### src/source/mem_pkg.sv
`default_nettype none

package mem_pkg;

  // 256 doublewords, 2 KiB total
  localparam int MEM_WORDS = 256;

  // word index comes from address bits 10..3
  localparam int IDX_LSB = 3;
  localparam int IDX_MSB = 10;

  typedef logic [IDX_MSB-IDX_LSB:0] word_idx_t;
  typedef logic [7:0]               byte_mask_t;
  typedef logic [IDX_LSB-1:0]       byte_off_t;
  typedef logic [1:0]               mem_size_t;

  // access sizes
  localparam mem_size_t SZ_B = 2'd0;
  localparam mem_size_t SZ_H = 2'd1;
  localparam mem_size_t SZ_W = 2'd2;
  localparam mem_size_t SZ_D = 2'd3;

endpackage

`default_nettype wire

### src/source/rv_isa_pkg.sv
`default_nettype none

package rv_isa_pkg;

  // instruction word and register-sized values
  typedef logic [31:0] instr_t;
  typedef logic [63:0] xlen_t;
  typedef logic [4:0]  reg_idx_t;
  typedef logic [2:0]  funct3_t;
  typedef logic [6:0]  opcode_t;

  // major opcodes handled by the lsu
  localparam opcode_t OPC_LOAD  = 7'b0000011;
  localparam opcode_t OPC_STORE = 7'b0100011;

  // funct3 encodings, signed or store forms
  localparam funct3_t F3_B  = 3'd0;
  localparam funct3_t F3_H  = 3'd1;
  localparam funct3_t F3_W  = 3'd2;
  localparam funct3_t F3_D  = 3'd3;

  // unsigned load forms
  localparam funct3_t F3_BU = 3'd4;
  localparam funct3_t F3_HU = 3'd5;
  localparam funct3_t F3_WU = 3'd6;

  // field positions inside the instruction word
  localparam int OPC_LSB = 0;
  localparam int RD_LSB  = 7;
  localparam int F3_LSB  = 12;

endpackage

`default_nettype wire
### src/source/lsu_decode.sv
`default_nettype none

module lsu_decode
  import rv_isa_pkg::*;
  import mem_pkg::*;
(
  input  wire logic valid,
  input  wire instr_t instr,
  output logic      is_load,
  output logic      is_store,
  output mem_size_t size,
  output logic      is_unsigned,
  output reg_idx_t  rd,
  output xlen_t     imm,
  output logic      illegal
);

  opcode_t opcode;
  funct3_t funct3;
  logic    opc_load;
  logic    opc_store;
  xlen_t   imm_i;
  xlen_t   imm_s;

  assign opcode = instr[OPC_LSB +: 7];
  assign funct3 = instr[F3_LSB +: 3];

  assign opc_load  = (opcode == OPC_LOAD);
  assign opc_store = (opcode == OPC_STORE);

  // I-type for loads, S-type for stores
  assign imm_i = {{52{instr[31]}}, instr[31:20]};
  assign imm_s = {{52{instr[31]}}, instr[31:25], instr[11:7]};

  always_comb begin
    is_load  = 1'b0;
    is_store = 1'b0;
    if (valid && opc_load) begin
      // funct3 7 has no load form
      is_load = (funct3 != 3'd7);
    end
    if (valid && opc_store) begin
      // only sb, sh, sw, sd exist
      is_store = (funct3 <= F3_D);
    end
  end

  // anything valid that did not decode
  assign illegal = valid && !is_load && !is_store;

  // low two bits give the size, bit 2 marks the unsigned forms
  assign size        = funct3[1:0];
  assign is_unsigned = (funct3 == F3_BU) || (funct3 == F3_HU) || (funct3 == F3_WU);

  assign rd  = instr[RD_LSB +: 5];
  assign imm = opc_store ? imm_s : imm_i;

endmodule

`default_nettype wire

### config.mk
export PLATFORM = sky130hd
export DESIGN_NAME = lsu_decode
export DESIGN_NICKNAME = d
export VERILOG_FILES = /design/src/source/mem_pkg.sv /design/src/source/rv_isa_pkg.sv /design/src/source/lsu_decode.sv
export SDC_FILE = /design/constraint.sdc
export NUM_CORES = 1
export LEC_CHECK = 0
export ABC_CLOCK_PERIOD_IN_PS = 1200
export BUFFER_PORTS_ARGS = -buffer_cell sky130_fd_sc_hd__buf_4
export CAP_MARGIN = 20
export CELL_PAD_IN_SITES_DETAIL_PLACEMENT = 0
export CELL_PAD_IN_SITES_GLOBAL_PLACEMENT = 1
export CORE_UTILIZATION = 16
export DETAILED_ROUTE_END_ITERATION = 8
export PLACE_DENSITY = 0.8
export SLEW_MARGIN = 20
export SYNTH_ARGS = -nofsm -noshare
export SYNTH_HDL_FRONTEND = slang
export SYNTH_SLANG_ARGS = --single-unit
### constraint.sdc
create_clock -name vclk -period 1.2
set_input_delay 0.18 -clock vclk [all_inputs]
set_output_delay 0.18 -clock vclk [all_outputs]
set_load 0.01 [all_outputs]
==> impl_metrics.tcl <==
set metrics [dict create \
    wl_per_cell_um 9.40 \
    antenna_found_initial 0 \
    fin_util_pct 14.0 \
    whs_endpoint "imm[6]" \
    setup_violations 7 \
    gp_congestion 0.739 \
    syn_avg_cell_area_um2 7.72 \
    worst_slack_ps -146 \
    dieHeight_um 64.9 \
    seq_cell_count 0 \
    yosysTopAreaCell "buf_4" \
    seq_power_share_pct 0 \
    rsz0062_at_grt "yes" \
    pwr-share-comb_pct 100.0 \
    min_path_cells 0 \
    tns_ps -801 \
    cpMaxStageDelayCell "and4bb_2" \
    switching_power_w 0.0000495 \
    internal_power_w 0.0000935 \
    clkbuf_count 0 \
    core_um2 3720 \
    gr-usage-all-layers_pct 3.70 \
    synth.distinct_cells 13 \
    cp_cell_sequence "buf_6, and4bb_2, buf_4, nand3_2, a211oi_2, buf_4" \
    overflow 0 \
    run_status "finished, violations left" \
    die_w_um 64.9 \
    ys_seq_area_share_pct 0 \
    nNetsFinal 90 \
    grt_max_degree 54 \
    ys_warn_count 0 \
    switching_share_pct 34.6 \
    seq_area_um2 0 \
    fmax_mhz 743 \
    num_vias 270 \
    multiInputGateArea_um2 153 \
    fin_crit_ps 1350 \
    io_pins 108 \
    dr.pass1.iters 2 \
    min_from "instr[26]" \
    netlist_instances 82 \
    worstHoldPathType "input port to primary output" \
    cp-end-kind "primary output" \
    setup.worst_path.start_class "input port" \
    grt_pass1_wl_mm 1.26 \
    tightest_slew_ps 157 \
    drv_slew 0 \
    synthDominantCellAreaShare_pct 78.3 \
    grt_pass1_vias 236 \
    drc 0 \
    syn_area_um2 633 \
    drive_above_1_share_pct 89.1 \
    syn_nets 115 \
    final_cells 103 \
    cp_max_fo 2 \
    cp_common_cell "buf_4" \
    yosys-top-cells-area "buf_4, mux2_2, nand3_4" \
    violations "negative setup slack" \
    p_per_area_nw_per_um2 275 \
    dp_cells 102 \
    fp-row-count 22 \
    period_share_pct 112 \
    cellLeakagePower_nw 0.243 \
    p_clk_share_pct 0 \
    relSlewSlack_pct 89.5 \
    io_buffers 37 \
    wirelength_um 968 \
    area.growth.synth_to_final_pct -17.8 \
    drtAntennaViolNets 0 \
    hold_viol_final 0 \
    layout_commonest_cell "buf_4" \
    final_cell_mix "buf_4, mux2_2, buf_6" \
    initialDrtViolationCount 3 \
    critPathArrivalTime_ps 1170 \
    fillers 427 \
    critPathMaxStageDelay_ps 330 \
    cap_violations 0 \
    ir_drop_mv 0.0567 \
    initial_core_util_pct 17.0 \
    worstPathRequired_ps 1020 \
    dieArea_um2 4210 \
    drt-vias-per-instance 2.62 \
    diodes 0 \
    critPathKind "input port to primary output" \
]
==> synthesized netlist by cell type <==
cell type,instances
nor2b_1,1
buf_4,66
nand3_4,1
a211oi_1,1
o21ai_0,1
nand3_1,1
mux2_2,5
a31oi_1,1
nor2_1,1
nor3b_1,1
and4bb_2,1
inv_1,1
and2_1,1
==> worst max-delay path by stage <==
| stage | startpoint | to | cells after the start |
|---|---|---|---|
| final | instr[6] | is_load | 6 |
| after global routing | instr[6] | imm[3] | 5 |
| after CTS | instr[4] | imm[3] | 5 |
| after detailed placement | instr[6] | imm[3] | 5 |
| after global placement | instr[6] | imm[3] | 5 |
| after floorplan | instr[6] | is_load | 3 |
==> layer usage <==
metal | wire length [um] | track usage [%]
met1 | 283 | 4.17
met2 | 607 | 6.12
met3 | 77 | 2.46
met4 | 0 | 0
met5 | 0 | 0
==> power groups by stage <==
stage	combinational [W]	sequential, W	clock [W]
final	0.000143	0	0
after global routing	0.000153	0	0
after CTS	0.000144	0	0
after detailed placement	0.000135	0	0
after global placement	0.000135	0	0
after floorplan	0.000255	0	0
==> cell type report <==
| class | count | area share (%) |
|---|---|---|
| Multi-Input combinational cell | 15 | 29.3 |
| Inverter | 1 | 0.721 |
| Tap cell | 48 | 11.5 |
| Timing Repair Buffer | 39 | 58.4 |
==> critical path, delay by kind of cell <==
kind,cells,cell delay [ps]
and+or+nand+nor,2,420
buffers and inverters,3,370
AOI/OAI and AO/OA,1,200
==> cell families after synthesis <==
logic type	after synthesis	share of synthesized area, %
multiplexers	5	8.89
AND/OR/NAND/NOR	7	9.29
AO/OA/AOI/OAI	3	2.96
buffers and inverters	67	78.9
==> metrics by stage <==
stage | cell area, um2 | hold WS, ps | worst slack [ps] | power [W]
2_1_floorplan | 633 | 406 | 49.0 | 0.000255
3_3_place_gp | 483 | 360 | -172 | 0.000135
3_5_place_dp | 483 | 360 | -155 | 0.000135
4_1_cts | 515 | 360 | -134 | 0.000144
5_1_grt | 520 | 360 | -173 | 0.000153
6_report | 520 | 360 | -146 | 0.000143
==> timing repair <==
action,4_1_cts,5_1_grt
gates resized for setup,6,1
hold buffers,0,0
setup endpoints to repair,7,7
pin swaps,2,1
buffers inserted,1,0
No activity file was read; power rests on OpenSTA's default activity.
