File: config.mk
export PLATFORM = sky130hd
export DESIGN_NAME = lsu_execute
export DESIGN_NICKNAME = d
export VERILOG_FILES = /design/src/source/mem_pkg.sv /design/src/source/rv_isa_pkg.sv /design/src/source/lsu_execute.sv
export SDC_FILE = /design/constraint.sdc
export NUM_CORES = 1
export LEC_CHECK = 0
export BUFFER_PORTS_ARGS = -buffer_cell sky130_fd_sc_hd__clkbuf_2
export CAP_MARGIN = 10
export CORE_AREA = 3 3 116 118
export DETAILED_ROUTE_END_ITERATION = 7
export DIE_AREA = 0 0 119 121
export GPL_TIMING_DRIVEN = 0
export MAX_ROUTING_LAYER = met4
export SLEW_MARGIN = 20
export SYNTH_ARGS = -nofsm -noshare
export SYNTH_HDL_FRONTEND = slang
export SYNTH_SLANG_ARGS = --single-unit
File: constraint.sdc
create_clock -name vclk -period 2.6
set_clock_uncertainty 0.15 [all_clocks]
set_input_delay 0.39 -clock vclk [all_inputs]
set_output_delay 0.39 -clock vclk [all_outputs]
set_load 0.02 [all_outputs]
File: src/source/mem_pkg.sv
`default_nettype none

package mem_pkg;

  // 256 doublewords, 2 KiB total
  localparam int MEM_WORDS = 256;

  // word index comes from address bits 10..3
  localparam int IDX_LSB = 3;
  localparam int IDX_MSB = 10;

  typedef logic [IDX_MSB-IDX_LSB:0] word_idx_t;
  typedef logic [7:0]               byte_mask_t;
  typedef logic [IDX_LSB-1:0]       byte_off_t;
  typedef logic [1:0]               mem_size_t;

  // access sizes
  localparam mem_size_t SZ_B = 2'd0;
  localparam mem_size_t SZ_H = 2'd1;
  localparam mem_size_t SZ_W = 2'd2;
  localparam mem_size_t SZ_D = 2'd3;

endpackage

`default_nettype wire

File: src/source/rv_isa_pkg.sv
`default_nettype none

package rv_isa_pkg;

  // instruction word and register-sized values
  typedef logic [31:0] instr_t;
  typedef logic [63:0] xlen_t;
  typedef logic [4:0]  reg_idx_t;
  typedef logic [2:0]  funct3_t;
  typedef logic [6:0]  opcode_t;

  // major opcodes handled by the lsu
  localparam opcode_t OPC_LOAD  = 7'b0000011;
  localparam opcode_t OPC_STORE = 7'b0100011;

  // funct3 encodings, signed or store forms
  localparam funct3_t F3_B  = 3'd0;
  localparam funct3_t F3_H  = 3'd1;
  localparam funct3_t F3_W  = 3'd2;
  localparam funct3_t F3_D  = 3'd3;

  // unsigned load forms
  localparam funct3_t F3_BU = 3'd4;
  localparam funct3_t F3_HU = 3'd5;
  localparam funct3_t F3_WU = 3'd6;

  // field positions inside the instruction word
  localparam int OPC_LSB = 0;
  localparam int RD_LSB  = 7;
  localparam int F3_LSB  = 12;

endpackage

`default_nettype wire
File: src/source/lsu_execute.sv
`default_nettype none

module lsu_execute
  import rv_isa_pkg::*;
  import mem_pkg::*;
(
  input  wire logic      is_load,
  input  wire logic      is_store,
  input  wire mem_size_t size,
  input  wire logic      is_unsigned,
  input  wire reg_idx_t  rd,
  input  wire xlen_t     imm,
  input  wire logic      illegal,
  input  wire xlen_t     rs1_val,
  input  wire xlen_t     rs2_val,
  output word_idx_t      mem_idx,
  output byte_mask_t     mem_wmask,
  output xlen_t          mem_wdata,
  output logic           mem_re,
  output logic           ld_strobe,
  output logic           op_strobe,
  output byte_off_t      ld_off,
  output mem_size_t      ld_size,
  output logic           ld_unsigned,
  output reg_idx_t       ld_rd,
  output logic           ld_fault
);

  xlen_t      addr;
  byte_off_t  off;
  logic       off_bad;
  logic       misaligned;
  byte_mask_t size_mask;
  byte_mask_t lane_mask;
  xlen_t      data_mask;

  // effective address, upper bits beyond the memory just wrap
  assign addr    = rs1_val + imm;
  assign off     = addr[IDX_LSB-1:0];
  assign mem_idx = addr[IDX_MSB:IDX_LSB];

  always_comb begin
    case (size)
      SZ_B: begin
        off_bad   = 1'b0;
        size_mask = 8'h01;
      end
      SZ_H: begin
        off_bad   = off[0];
        size_mask = 8'h03;
      end
      SZ_W: begin
        off_bad   = |off[1:0];
        size_mask = 8'h0f;
      end
      default: begin
        off_bad   = |off;
        size_mask = 8'hff;
      end
    endcase
  end

  // only meaningful for a decoded access
  assign misaligned = (is_load || is_store) && off_bad;

  assign lane_mask = size_mask << off;

  // expand the size mask to bit granularity for the store data
  always_comb begin
    for (int i = 0; i < 8; i++) begin
      data_mask[i*8 +: 8] = {8{size_mask[i]}};
    end
  end

  assign mem_wdata = (rs2_val & data_mask) << {off, 3'b000};
  assign mem_wmask = (is_store && !misaligned) ? lane_mask : '0;
  assign mem_re    = is_load && !misaligned;

  // metadata handed to the result stage
  assign op_strobe   = is_load || is_store || illegal;
  assign ld_strobe   = is_load;
  assign ld_off      = off;
  assign ld_size     = size;
  assign ld_unsigned = is_unsigned;
  assign ld_rd       = rd;
  assign ld_fault    = illegal || misaligned;

endmodule

`default_nettype wire

==> impl_summary.txt <==
----------------------------------------------------
[Job]
  Total of max-cap violations ... 0

[Layout]
  Layout Nets ... 826
  Final Core Density ... 0.412
  Fraction of final layout cells sized beyond drive strength 1 ... 0.618
  Layout area overhead ... 96.9%
  Number of sequential cells ... 0
  Number of antenna diodes ... 0
  Register Area ... 0 um^2
  Clock buffers ... 0

[Yosys]
  Cells after Synth ... 411
  Count of unique library cells instantiated by Yosys ... 45
  Cell area after technology mapping ... between 2000 and 3000 um^2
  Dominant cells by area after synthesis ... sky130_fd_sc_hd__nor2_1, sky130_fd_sc_hd__mux2i_1, sky130_fd_sc_hd__mux2_2
  Synth Net Count ... 625
  Post-synth top area cell ... sky130_fd_sc_hd__nor2_1
  Average size of a mapped cell ... 6.41 um^2
  Sequential-to-total area share from yosys stat ... 0
  Share of the synthesized area in the top cell type ... 0.0827
  Number of warnings printed during yosys synthesis ... 0

[Floorplanning]
  Die Span Y ... roughly 120 um
  Io pins ... approximately 300
  Standard-cell rows ... between 40 and 50
  Initial core utilization ... 0.209
  Die outline width ... about 120 um
  Die Outline Area ... around 14000 um^2
  Floorplan Core Area ... 12600 um^2

[Global route]
  Global-route wire length before repair ... approximately 23000 um
  Maximum number of pins on one net before global-route repair ... 11
  Via count of the first global-routing pass ... just over 4k
  Number of antenna violations at the first check in global routing ... 0
  Final global-route overflow total ... 0
  Gr usage total ... 0.202

[STA]
  Final period utilization ... 1.08
  Transition time at the pin with the least slew margin ... between 0.7 and 0.8 ns
  Minimum clock period ... 2.80 ns
  Maximum operating frequency ... between 300 and 400 MHz
  Slew Limit Headroom ... 0.526
  Unrepaired setup endpoints after global routing ... yes
  Final setup violation count ... 60
  Total count of hold-check failures in the final report ... 0
  Setup ws final ... -0.197 ns
  Max-slew violation count ... 0

[Worst setup path]
  Crit end category ... output pin
  Worst Path Required ... between 2 and 2.5 ns
  Kind of start point of the critical path ... primary input
  Max FO, Critical Path ... 10
  Arrival time of data at the critical path endpoint ... 2.26 ns
  Setup CP Type ... primary input to output pin

[Power and ir drop]
  Maximum resistive drop on vdd ... 0.000162 V
  Total power per unit cell area ... approximately 430 nW/um^2
  Static power due to leakage ... around 0.0023 uW
  Overall Power ... between 2000 and 2500 uW

[Hold path]
  Classification of the worst-slack hold path ... primary input to output pin
  Hold Path Cell Cnt ... 2

[Routing]
  Sum of routed wire length over all layers ... between 15000 and 20000 um
  Total number of vias ... about 4.2k
  First-iteration detailed-routing DRC count ... between 400 and 500
  ANT nets after route ... 0
  Drt via density ... roughly 5.4
  Detailed-routing iteration count for the pre-antenna-repair pass ... 6
  Wire length per cell after detailed routing ... 20.2 um
  DRC violations left ... 0

[Place]
  Global placer's final weighted congestion ... roughly 0.94
  Post-DP HPWL ... about 12000 um
  IO buf count ... between 150 and 200

[Outcome]
  Status ... finished, violations left
  Failing checks ... setup timing

----------------------------------------------------
==> worst paths after layout <==
path	from	end	slack, ns
worst min-delay path	rd[3]	ld_rd[3]	0.85
worst max-delay path	rs1_val[0]	mem_wdata[57]	-0.20
==> cell type report <==
cell class | instances | area (um^2)
Inverter | 10 | 41.3
Timing Repair Buffer | 200 | 1560
Tap cell | 172 | 215
Multi-Input combinational cell | 352 | 2850
Buffer | 48 | 518
Fill cell | 1274 | 7380
==> cell usage after synthesis (10+ instances only) <==
library cell              number
sky130_fd_sc_hd__nor2_1       58
sky130_fd_sc_hd__a21oi_1      37
sky130_fd_sc_hd__nand2_1      31
sky130_fd_sc_hd__mux2i_1      21
sky130_fd_sc_hd__buf_2        19
sky130_fd_sc_hd__o21ai_0      19
sky130_fd_sc_hd__buf_4        18
sky130_fd_sc_hd__mux2_2       18
sky130_fd_sc_hd__nand3_1      16
sky130_fd_sc_hd__a22o_1       14
sky130_fd_sc_hd__and2_1       11
sky130_fd_sc_hd__a31oi_1      10
sky130_fd_sc_hd__ha_1         10
sky130_fd_sc_hd__nor2b_1      10
sky130_fd_sc_hd__xnor2_1      10
==> per-layer routing <==
| metal | vias to the layer above | wire (um) | GRT usage |
|---|---|---|---|
| li1 | 1896 | - | - |
| met1 | 1945 | 6310 | 0.265 |
| met2 | 295 | 7340 | 0.335 |
| met3 | 56 | 1640 | 0.0312 |
| met4 | 0 | 510 | 0.0377 |
| met5 | - | 0 | - |
==> power by group <==
part           total, uW  internal [uW]  switching [uW]
registers              0              0               0
logic               2250           1010            1240
clock network          0              0               0
==> cell usage in the layout, fill, tap and decap left out, types with 5 or more instances in the layout <==
| cell | Yosys | layout |
|---|---|---|
| sky130_fd_sc_hd__a21oi_2 | 0 | 22 |
| sky130_fd_sc_hd__buf_2 | 19 | 15 |
| sky130_fd_sc_hd__buf_8 | 0 | 23 |
| sky130_fd_sc_hd__a21oi_1 | 37 | 11 |
| sky130_fd_sc_hd__mux2_2 | 18 | 17 |
| sky130_fd_sc_hd__nand2_1 | 31 | 29 |
| sky130_fd_sc_hd__and2_4 | 0 | 6 |
| sky130_fd_sc_hd__clkbuf_2 | 0 | 110 |
| sky130_fd_sc_hd__a32o_2 | 0 | 6 |
| sky130_fd_sc_hd__mux2i_1 | 21 | 21 |
| sky130_fd_sc_hd__a22o_1 | 14 | 13 |
| sky130_fd_sc_hd__nor2_4 | 0 | 13 |
| sky130_fd_sc_hd__buf_12 | 0 | 7 |
| sky130_fd_sc_hd__nor2b_1 | 10 | 10 |
| sky130_fd_sc_hd__clkbuf_8 | 0 | 14 |
| sky130_fd_sc_hd__nor3b_2 | 0 | 5 |
| sky130_fd_sc_hd__o221a_2 | 5 | 5 |
| sky130_fd_sc_hd__ha_1 | 10 | 9 |
| sky130_fd_sc_hd__nand3b_1 | 5 | 5 |
| sky130_fd_sc_hd__buf_4 | 18 | 44 |
| sky130_fd_sc_hd__o21ai_1 | 9 | 15 |
| sky130_fd_sc_hd__nor2_2 | 1 | 14 |
| sky130_fd_sc_hd__xnor2_1 | 10 | 10 |
| sky130_fd_sc_hd__buf_6 | 1 | 21 |
| sky130_fd_sc_hd__nand2b_1 | 7 | 7 |
| sky130_fd_sc_hd__and2_1 | 11 | 5 |
| sky130_fd_sc_hd__o21ai_0 | 19 | 9 |
| sky130_fd_sc_hd__nand3_1 | 16 | 15 |
| sky130_fd_sc_hd__nor2_1 | 58 | 32 |
| sky130_fd_sc_hd__clkbuf_4 | 0 | 6 |
| sky130_fd_sc_hd__a31oi_2 | 0 | 5 |
| sky130_fd_sc_hd__inv_1 | 9 | 7 |
==> repair_timing <==
item,4_1_cts,5_1_grt
buffers inserted,9,2
hold buffers,0,0
endpoints found under the setup margin,78,78
gates cloned,3,2
gates resized for setup,196,150
pin swaps,11,30
==> metrics by stage <==
step | hold slack, ns | area (um^2) | setup slack [ns] | cells | TNS, ns
after detailed placement | 0.856 | 3850 | -0.708 | 767 | -34.14
final | 0.854 | 5180 | -0.197 | 782 | -5.59
after CTS | 0.856 | 4760 | -0.165 | 779 | -6.24
after global placement | 0.855 | 3850 | -0.744 | 767 | -34.34
after global routing | 0.862 | 5180 | -0.244 | 782 | -10.59
after floorplan | 0.743 | 2710 | -0.0286 | 411 | -0.114
==> critical path: stages <==
cell and delay [ns]:
sky130_fd_sc_hd__buf_6 0.08, sky130_fd_sc_hd__ha_4 0.13, sky130_fd_sc_hd__inv_2 0.04, sky130_fd_sc_hd__fa_2 0.61, sky130_fd_sc_hd__buf_12 0.16, sky130_fd_sc_hd__clkinvlp_4 0.14, sky130_fd_sc_hd__clkbuf_16 0.21, sky130_fd_sc_hd__a311oi_4 0.28
sky130_fd_sc_hd__a21oi_4 0.08, sky130_fd_sc_hd__buf_8 0.14
==> kinds of logic (layout without fill, tap and decap cells) <==
family                     Yosys count  after routing  synth area share
xor gates and xnor gates            15             15            0.0528
muxes                               39             39             0.157
adders and majority gates           11             11            0.0551
buffers and inverters               59            258             0.122
and+or+nand+nor                    158            158             0.289
AOI/OAI and AO/OA                  129            129             0.325
No activity file was read; power rests on OpenSTA's default activity.
